===== src/mwae_consts.svh =====
// Memory walk error logger widths
`ifndef MWAE_CONSTS_SVH
`define MWAE_CONSTS_SVH

// Observed and expected data patterns
`define MWAE_PATTERN_WIDTH 32

// Address of the first failing access
`define MWAE_ADDR_WIDTH 64

// Loop counter of the walk
`define MWAE_LOOP_WIDTH 8

// Byte offset as it is held in the log
`define MWAE_OFFSET_WIDTH 8

// Algorithm 1a reports a narrower offset
`define MWAE_OFFSET_1A_WIDTH 6

`define MWAE_SET_WIDTH 4
`define MWAE_INCR_WIDTH 8

`endif

===== src/mwae_pkg.sv =====
// Memory walk error logger types
`include "mwae_consts.svh"

package mwae_pkg;

  // Miscompare report from algorithm 1a
  typedef struct packed {
    logic                              found;
    logic [`MWAE_PATTERN_WIDTH-1:0]    observed_pattern;
    logic [`MWAE_PATTERN_WIDTH-1:0]    expected_pattern;
    logic [`MWAE_LOOP_WIDTH-1:0]       loop_number;
    logic [`MWAE_OFFSET_1A_WIDTH-1:0]  byte_offset;
    logic [`MWAE_SET_WIDTH-1:0]        set_number;
    logic [`MWAE_INCR_WIDTH-1:0]       address_increment;
    logic [`MWAE_ADDR_WIDTH-1:0]       address;
  } alg_1a_error_t;

  // Miscompare report from algorithm 1b, with the full offset
  typedef struct packed {
    logic                              found;
    logic [`MWAE_PATTERN_WIDTH-1:0]    observed_pattern;
    logic [`MWAE_PATTERN_WIDTH-1:0]    expected_pattern;
    logic [`MWAE_LOOP_WIDTH-1:0]       loop_number;
    logic [`MWAE_OFFSET_WIDTH-1:0]     byte_offset;
    logic [`MWAE_SET_WIDTH-1:0]        set_number;
    logic [`MWAE_INCR_WIDTH-1:0]       address_increment;
    logic [`MWAE_ADDR_WIDTH-1:0]       address;
  } alg_1b_error_t;

  // Unified report after arbitration and gating
  typedef struct packed {
    logic                              valid;
    logic [`MWAE_PATTERN_WIDTH-1:0]    observed_pattern;
    logic [`MWAE_PATTERN_WIDTH-1:0]    expected_pattern;
    logic [`MWAE_LOOP_WIDTH-1:0]       loop_number;
    logic [`MWAE_OFFSET_WIDTH-1:0]     byte_offset;
    logic [`MWAE_SET_WIDTH-1:0]        set_number;
    logic [`MWAE_INCR_WIDTH-1:0]       address_increment;
    logic [`MWAE_ADDR_WIDTH-1:0]       address;
  } err_report_t;

  // Software visible error log
  typedef struct packed {
    logic [`MWAE_PATTERN_WIDTH-1:0]    observed_pattern;
    logic [`MWAE_PATTERN_WIDTH-1:0]    expected_pattern;
    logic                              error_status;
    logic [`MWAE_LOOP_WIDTH-1:0]       loop_number;
    logic [`MWAE_OFFSET_WIDTH-1:0]     byte_offset;
    logic [`MWAE_SET_WIDTH-1:0]        set_number;
    logic [`MWAE_INCR_WIDTH-1:0]       address_increment;
    logic [`MWAE_ADDR_WIDTH-1:0]       address;
  } error_log_t;

  typedef enum logic [2:0] {
    IDLE     = 3'd0,
    RECORD   = 3'd1,
    SEND     = 3'd2,
    WAIT     = 3'd3,
    COMPLETE = 3'd4
  } capture_state_e;

endpackage


===== src/mwae_error_logger.sv =====
// Memory walk error logger top
`timescale 1ns/1ns

module mwae_error_logger (
  input  logic                    clk,
  input  logic                    reset_n,
  input  mwae_pkg::alg_1a_error_t i_alg_1a,
  input  mwae_pkg::alg_1b_error_t i_alg_1b,
  input  logic                    i_busy,
  input  logic                    i_set_to_busy,
  input  logic                    i_self_check_en,
  input  logic                    i_force_disable,
  input  logic                    i_sw_status,
  input  logic                    i_slverr_wr,
  input  logic                    i_slverr_rd,
  input  logic                    i_poison_rd,
  output mwae_pkg::error_log_t    o_log,
  output logic                    o_record_error
);

  mwae_pkg::err_report_t report;
  logic                  record;
  logic                  clear;

  // Pick one gated report from the two algorithms
  error_report_select u_select (
    .i_alg_1a        (i_alg_1a),
    .i_alg_1b        (i_alg_1b),
    .i_busy          (i_busy),
    .i_self_check_en (i_self_check_en),
    .o_report        (report)
  );

  error_capture_fsm u_fsm (
    .clk             (clk),
    .reset_n         (reset_n),
    .i_force_disable (i_force_disable),
    .i_report_valid  (report.valid),
    .i_sw_status     (i_sw_status),
    .o_record        (record),
    .o_clear         (clear),
    .o_record_error  (o_record_error)
  );

  error_log_regs u_log (
    .clk           (clk),
    .reset_n       (reset_n),
    .i_set_to_busy (i_set_to_busy),
    .i_clear       (clear),
    .i_record      (record),
    .i_report      (report),
    .i_slverr_wr   (i_slverr_wr),
    .i_slverr_rd   (i_slverr_rd),
    .i_poison_rd   (i_poison_rd),
    .o_log         (o_log)
  );

endmodule


===== src/error_log_regs.sv =====
// Error log register bank
`timescale 1ns/1ns

module error_log_regs (
  input  logic                  clk,
  input  logic                  reset_n,
  input  logic                  i_set_to_busy,
  input  logic                  i_clear,
  input  logic                  i_record,
  input  mwae_pkg::err_report_t i_report,
  input  logic                  i_slverr_wr,
  input  logic                  i_slverr_rd,
  input  logic                  i_poison_rd,
  output mwae_pkg::error_log_t  o_log
);

  logic clear_log;
  logic bus_error;

  // A new run and a software acknowledge both wipe the log
  assign clear_log = i_set_to_busy | i_clear;
  assign bus_error = i_slverr_wr | i_slverr_rd | i_poison_rd;

  always_ff @(posedge clk)
  begin
    if (!reset_n)
    begin
      o_log <= '0;
    end
    else if (clear_log)
    begin
      o_log <= '0;
    end
    else if (i_record)
    begin
      o_log.observed_pattern  <= i_report.observed_pattern;
      o_log.expected_pattern  <= i_report.expected_pattern;
      o_log.error_status      <= 1'b1;
      o_log.loop_number       <= i_report.loop_number;
      o_log.byte_offset       <= i_report.byte_offset;
      o_log.set_number        <= i_report.set_number;
      o_log.address_increment <= i_report.address_increment;
      o_log.address           <= i_report.address;
    end
    else if (bus_error)
    begin
      // Bus errors carry no detail, so only status, loop and offset change
      o_log.error_status <= 1'b1;
      o_log.loop_number  <= '0;
      o_log.byte_offset  <= '0;
    end
  end

endmodule


===== src/error_capture_fsm.sv =====
// Error capture state machine
`timescale 1ns/1ns

module error_capture_fsm (
  input  logic clk,
  input  logic reset_n,
  input  logic i_force_disable,
  input  logic i_report_valid,
  input  logic i_sw_status,
  output logic o_record,
  output logic o_clear,
  output logic o_record_error
);

  mwae_pkg::capture_state_e state;
  mwae_pkg::capture_state_e next_state;

  always_ff @(posedge clk)
  begin
    if (!reset_n)
    begin
      state <= mwae_pkg::IDLE;
    end
    else if (i_force_disable)
    begin
      // Abandon the capture but leave the log alone
      state <= mwae_pkg::IDLE;
    end
    else
    begin
      state <= next_state;
    end
  end

  always_comb
  begin
    next_state     = state;
    o_record       = 1'b0;
    o_clear        = 1'b0;
    o_record_error = 1'b0;

    case (state)
      mwae_pkg::IDLE:
      begin
        if (i_report_valid)
        begin
          next_state = mwae_pkg::RECORD;
        end
      end

      mwae_pkg::RECORD:
      begin
        // Log bank loads the report at the end of this cycle
        o_record   = 1'b1;
        next_state = mwae_pkg::SEND;
      end

      mwae_pkg::SEND:
      begin
        // One cycle pulse; the algorithm may release its report after it
        o_record_error = 1'b1;
        next_state     = mwae_pkg::WAIT;
      end

      mwae_pkg::WAIT:
      begin
        // Software acknowledges by dropping the status bit
        if (!i_sw_status)
        begin
          o_clear    = 1'b1;
          next_state = mwae_pkg::COMPLETE;
        end
      end

      mwae_pkg::COMPLETE:
      begin
        next_state = mwae_pkg::IDLE;
      end

      default:
      begin
        next_state = mwae_pkg::IDLE;
      end
    endcase
  end

endmodule


===== src/error_report_select.sv =====
// Algorithm report arbiter
`timescale 1ns/1ns
`include "mwae_consts.svh"

module error_report_select (
  input  mwae_pkg::alg_1a_error_t i_alg_1a,
  input  mwae_pkg::alg_1b_error_t i_alg_1b,
  input  logic                    i_busy,
  input  logic                    i_self_check_en,
  output mwae_pkg::err_report_t   o_report
);

  // Zero bits that pad the 1a offset up to the logged width
  localparam int OFFSET_PAD = `MWAE_OFFSET_WIDTH - `MWAE_OFFSET_1A_WIDTH;

  logic any_found;

  assign any_found = i_alg_1a.found | i_alg_1b.found;

  always_comb
  begin
    // A miscompare counts only during a self-checked run
    o_report.valid = any_found & i_busy & i_self_check_en;

    // Algorithm 1a wins when both flag in the same cycle
    if (i_alg_1a.found)
    begin
      o_report.observed_pattern  = i_alg_1a.observed_pattern;
      o_report.expected_pattern  = i_alg_1a.expected_pattern;
      o_report.loop_number       = i_alg_1a.loop_number;
      o_report.byte_offset       = {{OFFSET_PAD{1'b0}}, i_alg_1a.byte_offset};
      o_report.set_number        = i_alg_1a.set_number;
      o_report.address_increment = i_alg_1a.address_increment;
      o_report.address           = i_alg_1a.address;
    end
    else
    begin
      o_report.observed_pattern  = i_alg_1b.observed_pattern;
      o_report.expected_pattern  = i_alg_1b.expected_pattern;
      o_report.loop_number       = i_alg_1b.loop_number;
      o_report.byte_offset       = i_alg_1b.byte_offset;
      o_report.set_number        = i_alg_1b.set_number;
      o_report.address_increment = i_alg_1b.address_increment;
      o_report.address           = i_alg_1b.address;
    end
  end

endmodule


===== config.mk =====
export PLATFORM = sky130hd
export DESIGN_NAME = mwae_error_logger
export DESIGN_NICKNAME = d
export VERILOG_FILES = /design/src/mwae_pkg.sv /design/src/mwae_error_logger.sv /design/src/error_log_regs.sv /design/src/error_capture_fsm.sv /design/src/error_report_select.sv
export VERILOG_INCLUDE_DIRS = /design/src /design/src/src
export SDC_FILE = /design/constraint.sdc
export NUM_CORES = 1
export LEC_CHECK = 0
export BUFFER_PORTS_ARGS = -buffer_cell sky130_fd_sc_hd__buf_2
export CORE_AREA = 2 2 186 188
export DETAILED_ROUTE_END_ITERATION = 6
export DIE_AREA = 0 0 188 190
export PLACE_DENSITY = 0.52
export RECOVER_POWER = 100
export SLEW_MARGIN = 10
export SYNTH_ARGS = -nofsm -noshare
export SYNTH_HDL_FRONTEND = slang
export SYNTH_HIERARCHICAL = 1
export SYNTH_SLANG_ARGS = --single-unit

===== constraint.sdc =====
create_clock -name clk -period 2.2 [get_ports clk]
set_input_delay 0.22 -clock clk [delete_from_list [all_inputs] [get_ports clk]]
set_output_delay 0.22 -clock clk [all_outputs]
set_load 0.01 [all_outputs]

==> out/results.tsv, run 1 <==
stage	metric	value	unit
power_and_ir_drop	swShare	25.5	%
detailed_routing	ant_nets	0	
setup_path	worst-setup-path-type	flop to flop	
run	maxCapViolCount	0	
power_and_ir_drop	p_int	5.08	mW
clock_tree	cts_resized	0	
layout	num_antenna_cells	0	
sta	max_slew_margin	54.8	%
layout	fin_nets	1510	
synthesis	syn_avg_cell_area	10.9	µm²
floorplan	initial_core_util	23.2	%
synthesis	yosys.area.top_type	dfxtp_1	
sta	fmax	0.534	GHz
power_and_ir_drop	pwr-share-clk	43.8	%
clock_tree	htree_levels	4	
floorplan	die_x	188	µm
clock_tree	cts_setup_buffers	0	
power_and_ir_drop	combinationalPowerShare	13.2	%
sta	final.setup_skew	0.00795	ns
clock_tree	numCtsBuffers	17	
sta	min_period_over_period	85.2	%
clock_tree	cts_tree	done	
detailed_routing	routed_wl	24500	µm
setup_path	reg2reg_from	u_fsm/state[0]$_SDFFE_PP0P_	
synthesis	synthCells	722	
clock_tree	root_buffer	clkbuf_16	
global_routing	grt_overflow	0	
clock_tree	cts.hold.buffers_added	1	
layout	final_common_cell	buf_2	
sta	rsz0062_at_grt	no	
power_and_ir_drop	max-vdd-ir-drop	484	µV
placement	hpwlAfterDp	19100	µm
setup_path	cp-startpoint	u_fsm/state[0]$_SDFFE_PP0P_	
floorplan	ios	480	
min_path	hp-class	input port to flop	
placement	io_buffers	479	
power_and_ir_drop	p_leak	4.28	nW
detailed_routing	drtIter0Drc	196	
setup_path	crit_required	2.52	ns
synthesis	ys_types	22	
synthesis	ys_seq_area_share	40.7	%
setup_path	end_kind	flop	
sta	tns	0	ns
synthesis	synth-seq-cells	160	
placement	place.gp.congestion	0.812	
power_and_ir_drop	switching_power	1.74	mW
clock_tree	clk_latency	0.43	ns
floorplan	dieArea	35700	µm²
synthesis	syn_area	7870	µm²
layout	areaGrowthSynthToFinish	41.4	%
clock_tree	clock_path_buffers	2	
floorplan	core	33900	µm²
global_routing	grt_first_pass_wirelength	37000	µm
setup_path	crit_arrival	2.19	ns
sta	finalMaxSlewViolations	0	
layout	layout_common_cells	319 x buf_2, 160 x clkbuf_1, 160 x dfxtp_1	
layout	utilization	32.8	%
detailed_routing	drt_pass1_iterations	4	
layout	num-fill-cells	3646	
detailed_routing	wl_per_cell	14.8	µm
floorplan	die_h	190	µm
setup_path	r2r_cells	5	
setup_path	crit_fanout	48	
power_and_ir_drop	power_density	613	nW/µm²
global_routing	first_global_vias	6873	
global_routing	antenna_found_initial	2	
setup_path	crit_path_end	u_log/o_log[11]$_SDFFE_PP0P_	
setup_path	crit_path_start_kind	flop	
setup_path	worstReg2RegEnd	u_log/o_log[11]$_SDFFE_PP0P_	
sta	period_needed	1.87	ns
clock_tree	cts.sinks	160	
setup_path	reg2reg_slack	0.33	ns
global_routing	grt_start_max_net_pins	70	
min_path	min_path_cells	3	
status	status	finished, final reports clean	
synthesis	syn-num-nets	1044	
detailed_routing	drc	0	
global_routing	grt_usage	13.2	%
synthesis	post-synth-top-area-fraction	40.7	%
sta	finalHoldViolations	0	
detailed_routing	viasPerCell	4.24	
power_and_ir_drop	p_seq_share	43.0	%
synthesis	synth_area_leaders	dfxtp_1 41%, mux2_2 22%, mux2i_1 18%, nor2_1 6.8%, buf_6 3.4%	
layout	drive_above_1_share	44.6	%
clock_tree	clk_pin_slew	0.07	ns
floorplan	num_rows	68	
sta	tightest_slew	0.678	ns
synthesis	synth-warning-count	6	
sta	setup-violations-final	0	
detailed_routing	num_vias	7019	
Yosys cell counts:
master    instances
dfxtp_1         160
mux2_2          154
nor2_1          142
mux2i_1         140
buf_6            24
buf_2            19
or4bb_1          17
clkbuf_1         16
nand4b_1         14
o22ai_1          14
nor2b_1           4
inv_1             3
a211oi_1          2
buf_4             2
nand2b_1          2
o22ai_2           2
or3b_1            2
nor3b_1           1
nor4bb_1          1
o211a_1           1
o21ba_1           1
or4_1             1
area by class of cell:
type | count | area, µm² | share of cell area, %
clock buffer | 18 | 439 | 3.95
clock inverter | 14 | 146 | 1.32
inverter | 3 | 11.3 | 0.101
multi-input combinational | 498 | 4220 | 37.9
sequential | 160 | 3200 | 28.8
tap | 455 | 569 | 5.12
timing repair buffer | 508 | 2530 | 22.8
logic make-up (layout without fill, tap and decap cells):
logic type	Yosys count	in the layout	synth area share (%)
buffers and inverters	64	543	5.74
multiplexers	294	294	39.9
flip-flops	160	160	40.7
AO/OA/AOI/OAI	20	20	1.88
AND/OR/NAND/NOR	184	184	11.8
power by group through the flow:
stage | clock [mW] | sequential, mW | combinational [mW]
6_report | 2.98 | 2.93 | 0.900
5_1_grt | 3.23 | 2.93 | 0.980
4_1_cts | 3.09 | 2.93 | 0.926
3_3_place_gp | 0 | 3.00 | 0.917
2_1_floorplan | 0 | 3.01 | 0.497
3_5_place_dp | 0 | 3.00 | 0.917
metal layers:
metal	wire [µm]	vias to the layer above	track usage, %
met4	368	2	4.09
li1	-	3479	-
met3	1750	22	4.15
met1	10100	3240	15.2
met5	13	-	0
met2	12300	276	23.4
state kept, by name, summed over array words and instances, names as in the netlist:
signal	cells
u_log/o_log	157
u_fsm/state	3
worst min path at each step:
stage          slack [ns]       startpoint                          end
3_5_place_dp         0.42  i_force_disable  u_fsm/state[2]$_SDFFE_PP0P_
2_1_floorplan        0.30  i_force_disable  u_fsm/state[2]$_SDFFE_PP0P_
6_report             0.14      i_sw_status  u_fsm/state[2]$_SDFFE_PP0P_
5_1_grt              0.13      i_sw_status  u_fsm/state[2]$_SDFFE_PP0P_
4_1_cts              0.11      i_sw_status  u_fsm/state[2]$_SDFFE_PP0P_
3_3_place_gp         0.41  i_force_disable  u_fsm/state[2]$_SDFFE_PP0P_
stage by stage:
stage	setup slack (ns)	hold slack (ns)	instance area (µm²)	std cells	power, mW
6_report	0.327	0.143	11100	1656	6.81
5_1_grt	0.189	0.131	11100	1656	7.14
4_1_cts	0.396	0.113	11300	1656	6.95
3_5_place_dp	0.412	0.423	10700	1623	3.91
3_3_place_gp	0.433	0.414	10700	1623	3.91
2_1_floorplan	0.624	0.298	7870	722	3.50
critical path, stage by stage, from the launching register on:
cell and delay, ns:
dfxtp_1 0.38, nor3b_2 0.31, buf_12 0.32, clkbuf_1 0.39, mux2i_1 0.25, nor2_1 0.06
Note: power is estimated with default switching activity, not from simulation.
==> run 2, diff against run 1 <==
==> constraint.sdc (replaced) <==
create_clock -name clk -period 2 [get_ports clk]
set_input_delay 0.2 -clock clk [delete_from_list [all_inputs] [get_ports clk]]
set_output_delay 0.2 -clock clk [all_outputs]
set_load 0.01 [all_outputs]
==> run 2 against run 1 <==
Net effect:
- routed wire length rose by 1.5%
- hold slack worse by 0.025 ns
- flip-flop and latch count unchanged
- critical endpoint is now u_log/o_log[41]$_SDFFE_PP0P_
==> out/results.tsv, run 2 (synthesis results as in run 1) <==
stage	metric	value	unit	change
layout	fin_nets	1518		+0.53%
sta	setup-violations-final	0		unchanged
sta	fmax	0.540	GHz	+1.2%
floorplan	die_x	188	µm	unchanged
layout	regMostFlops	u_log/o_log		
detailed_routing	wl_per_cell	15.0	µm	+1.1%
clock_tree	root_buffer	clkbuf_16		
floorplan	num_rows	68		unchanged
clock_tree	htree_levels	4		unchanged
floorplan	initial_core_util	23.2	%	unchanged
placement	hpwlAfterDp	19400	µm	+1.3%
clock_tree	clock_path_buffers	2		unchanged
detailed_routing	viasPerCell	4.19		-1.1%
detailed_routing	ant_nets	0		unchanged
setup_path	worst-setup-path-type	flop to flop		
setup_path	crit_fanout	16		-67%
sta	max_slew_margin	56.4	%	+1.6 points
global_routing	grt_first_pass_wirelength	37200	µm	+0.51%
global_routing	grt_overflow	0		unchanged
setup_path	cp-startpoint	u_fsm/state[0]$_SDFFE_PP0P_		
clock_tree	cts_tree	done		
detailed_routing	routed_wl	24900	µm	+1.5%
layout	final_common_cell	buf_2		
sta	period_needed	1.85	ns	-0.0219 ns
sta	finalHoldViolations	0		unchanged
power_and_ir_drop	max-vdd-ir-drop	508	µV	+5.1%
layout	multi_input_area	4220	µm²	+0.12%
setup_path	end_kind	flop		
sta	tightest_slew	0.651	ns	-0.0270 ns
layout	largest_register_ffs	157		unchanged
global_routing	first_global_vias	6849		-0.35%
floorplan	ios	480		unchanged
placement	place.gp.congestion	0.802		-1.2%
layout	num_antenna_cells	0		unchanged
layout	layout.cells.non_filler	1663		+0.42%
global_routing	grt_start_max_net_pins	79		+13%
sta	finalMaxSlewViolations	0		unchanged
floorplan	core	33900	µm²	unchanged
power_and_ir_drop	p_seq_share	43.1	%	about the same
setup_path	crit_arrival	2.15	ns	-0.04 ns
setup_path	crit_chain	nor3b_2 > buf_12 > buf_6 > mux2i_1 > nor2_1		
sta	worst_slack	0.148	ns	-0.178 ns
status	status	finished, final reports clean		
clock_tree	clk_pin_slew	0.07	ns	about the same
layout	num-fill-cells	3614		-0.88%
detailed_routing	drt_pass1_iterations	4		unchanged
detailed_routing	drtIter0Drc	222		+13%
clock_tree	cts_resized	0		unchanged
layout	final-seq-area	3200	µm²	unchanged
setup_path	crit_path_start_kind	flop		
sta	final.setup_skew	0.00851	ns	+0.000559 ns
layout	drive_above_1_share	45.2	%	+0.57 points
clock_tree	clk_latency	0.41	ns	-0.02 ns
global_routing	grt_usage	13.3	%	+0.075 points
sta	rsz0062_at_grt	no		
sta	tns	0	ns	unchanged
setup_path	path_buf_inv	2		unchanged
sta	min_period_over_period	92.6	%	+7.4 points
power_and_ir_drop	pwr-share-clk	43.5	%	-0.3 points
power_and_ir_drop	switching_power	1.92	mW	+11%
floorplan	die_h	190	µm	unchanged
power_and_ir_drop	swShare	25.7	%	+0.23 points
power_and_ir_drop	finalPower	7.48	mW	+9.8%
setup_path	reg2reg_from	u_fsm/state[0]$_SDFFE_PP0P_		
clock_tree	cts.sinks	160		unchanged
setup_path	critPathMaxStageDelay	0.58	ns	+0.19 ns
clock_tree	cts_setup_buffers	0		unchanged
layout	top_regs	u_log/o_log x157, u_fsm/state x3		
placement	dp_worst_setup_slack	0.159	ns	-0.253 ns
clock_tree	numCtsBuffers	17		unchanged
layout	areaGrowthSynthToFinish	42.5	%	
floorplan	dieArea	35700	µm²	unchanged
detailed_routing	drc	0		unchanged
layout	layout_common_cells	319 x buf_2, 160 x dfxtp_1, 159 x clkbuf_1		
detailed_routing	num_vias	6973		-0.66%
power_and_ir_drop	p_leak	4.33	nW	+1.1%
power_and_ir_drop	p_int	5.56	mW	+9.4%
setup_path	path_delay_family	simple AND/OR/NAND/NOR gates		
min_path	hp-class	input port to flop		
min_path	hp-start	i_sw_status		
setup_path	crit_required	2.30	ns	-0.22 ns
placement	io_buffers	479		unchanged
setup_path	cp_slowest_cell	nor3b_2		
power_and_ir_drop	power_density	668	nW/µm²	+8.9%
power_and_ir_drop	combinationalPowerShare	13.4	%	+0.2 points
run	maxCapViolCount	0		unchanged
global_routing	antenna_found_initial	0		-2
sta	whs	0.118	ns	-0.0250 ns
placement	dp_cells	1631		+0.49%
-- run 2: cell count changes in the layout (fill, tap and decap cells not counted), sizes merged --
cell  delta
buf      +7
-- run 2: worst reg2reg max path: stages (launching register included) --
cell     delay [ns]
dfxtp_1        0.38
nor3b_2        0.58
buf_12         0.24
buf_6          0.24
mux2i_1        0.24
nor2_1         0.06
-- run 2: layer usage --
metal	routed length, µm	share of wire (%)	global-route usage, %	up-vias
met3	1660	6.7	3.74	10
met5	0	0	0	-
met1	10500	42	15.8	3206
met4	214	0.86	3.30	0
li1	-	-	-	3484
met2	12500	50	23.7	273
-- run 2: what timing repair did --
| item | CTS | global route |
|---|---|---|
| endpoints found under the setup margin | 0 | 0 |
| hold buffers | 1 | 0 |
| endpoints found under the hold margin | 1 | 0 |
-- run 2: cell type report --
class                   instances  share of cell area (%)
clock inverters                14                    1.33
inverters                       3                   0.101
multi-input cells             498                    37.7
clock buffers                  17                    3.80
flip-flops and latches        160                    28.6
repair buffers                516                    23.4
well taps                     455                    5.08
-- run 2: power groups by stage --
stage                     logic [mW]  registers [mW]  clock network, mW
after floorplan                0.547            3.31                  0
after global placement          1.02            3.30                  0
after detailed placement        1.02            3.30                  0
after CTS                       1.03            3.22               3.39
after global routing            1.09            3.22               3.51
final                           1.00            3.22               3.25
-- run 2: path summary, 6_finish.rpt --
check / to / slack, ns / cells after the start
setup reg to reg: u_log/o_log[41]$_SDFFE_PP0P_ / 0.15 / 5
hold reg to reg: u_log/o_log[92]$_SDFFE_PP0P_ / 0.48 / 1
hold / removal: u_fsm/state[2]$_SDFFE_PP0P_ / 0.12 / 3
setup / recovery: u_log/o_log[41]$_SDFFE_PP0P_ / 0.15 / 5
-- run 2: stage by stage --
stage / util (%) / cell area (µm²)
2_1_floorplan: - / 7870
3_5_place_dp: 32.0 / 10900
4_1_cts: 33.7 / 11400
3_3_place_gp: 32.0 / 10900
6_report: 33.0 / 11200
5_1_grt: 33.0 / 11200
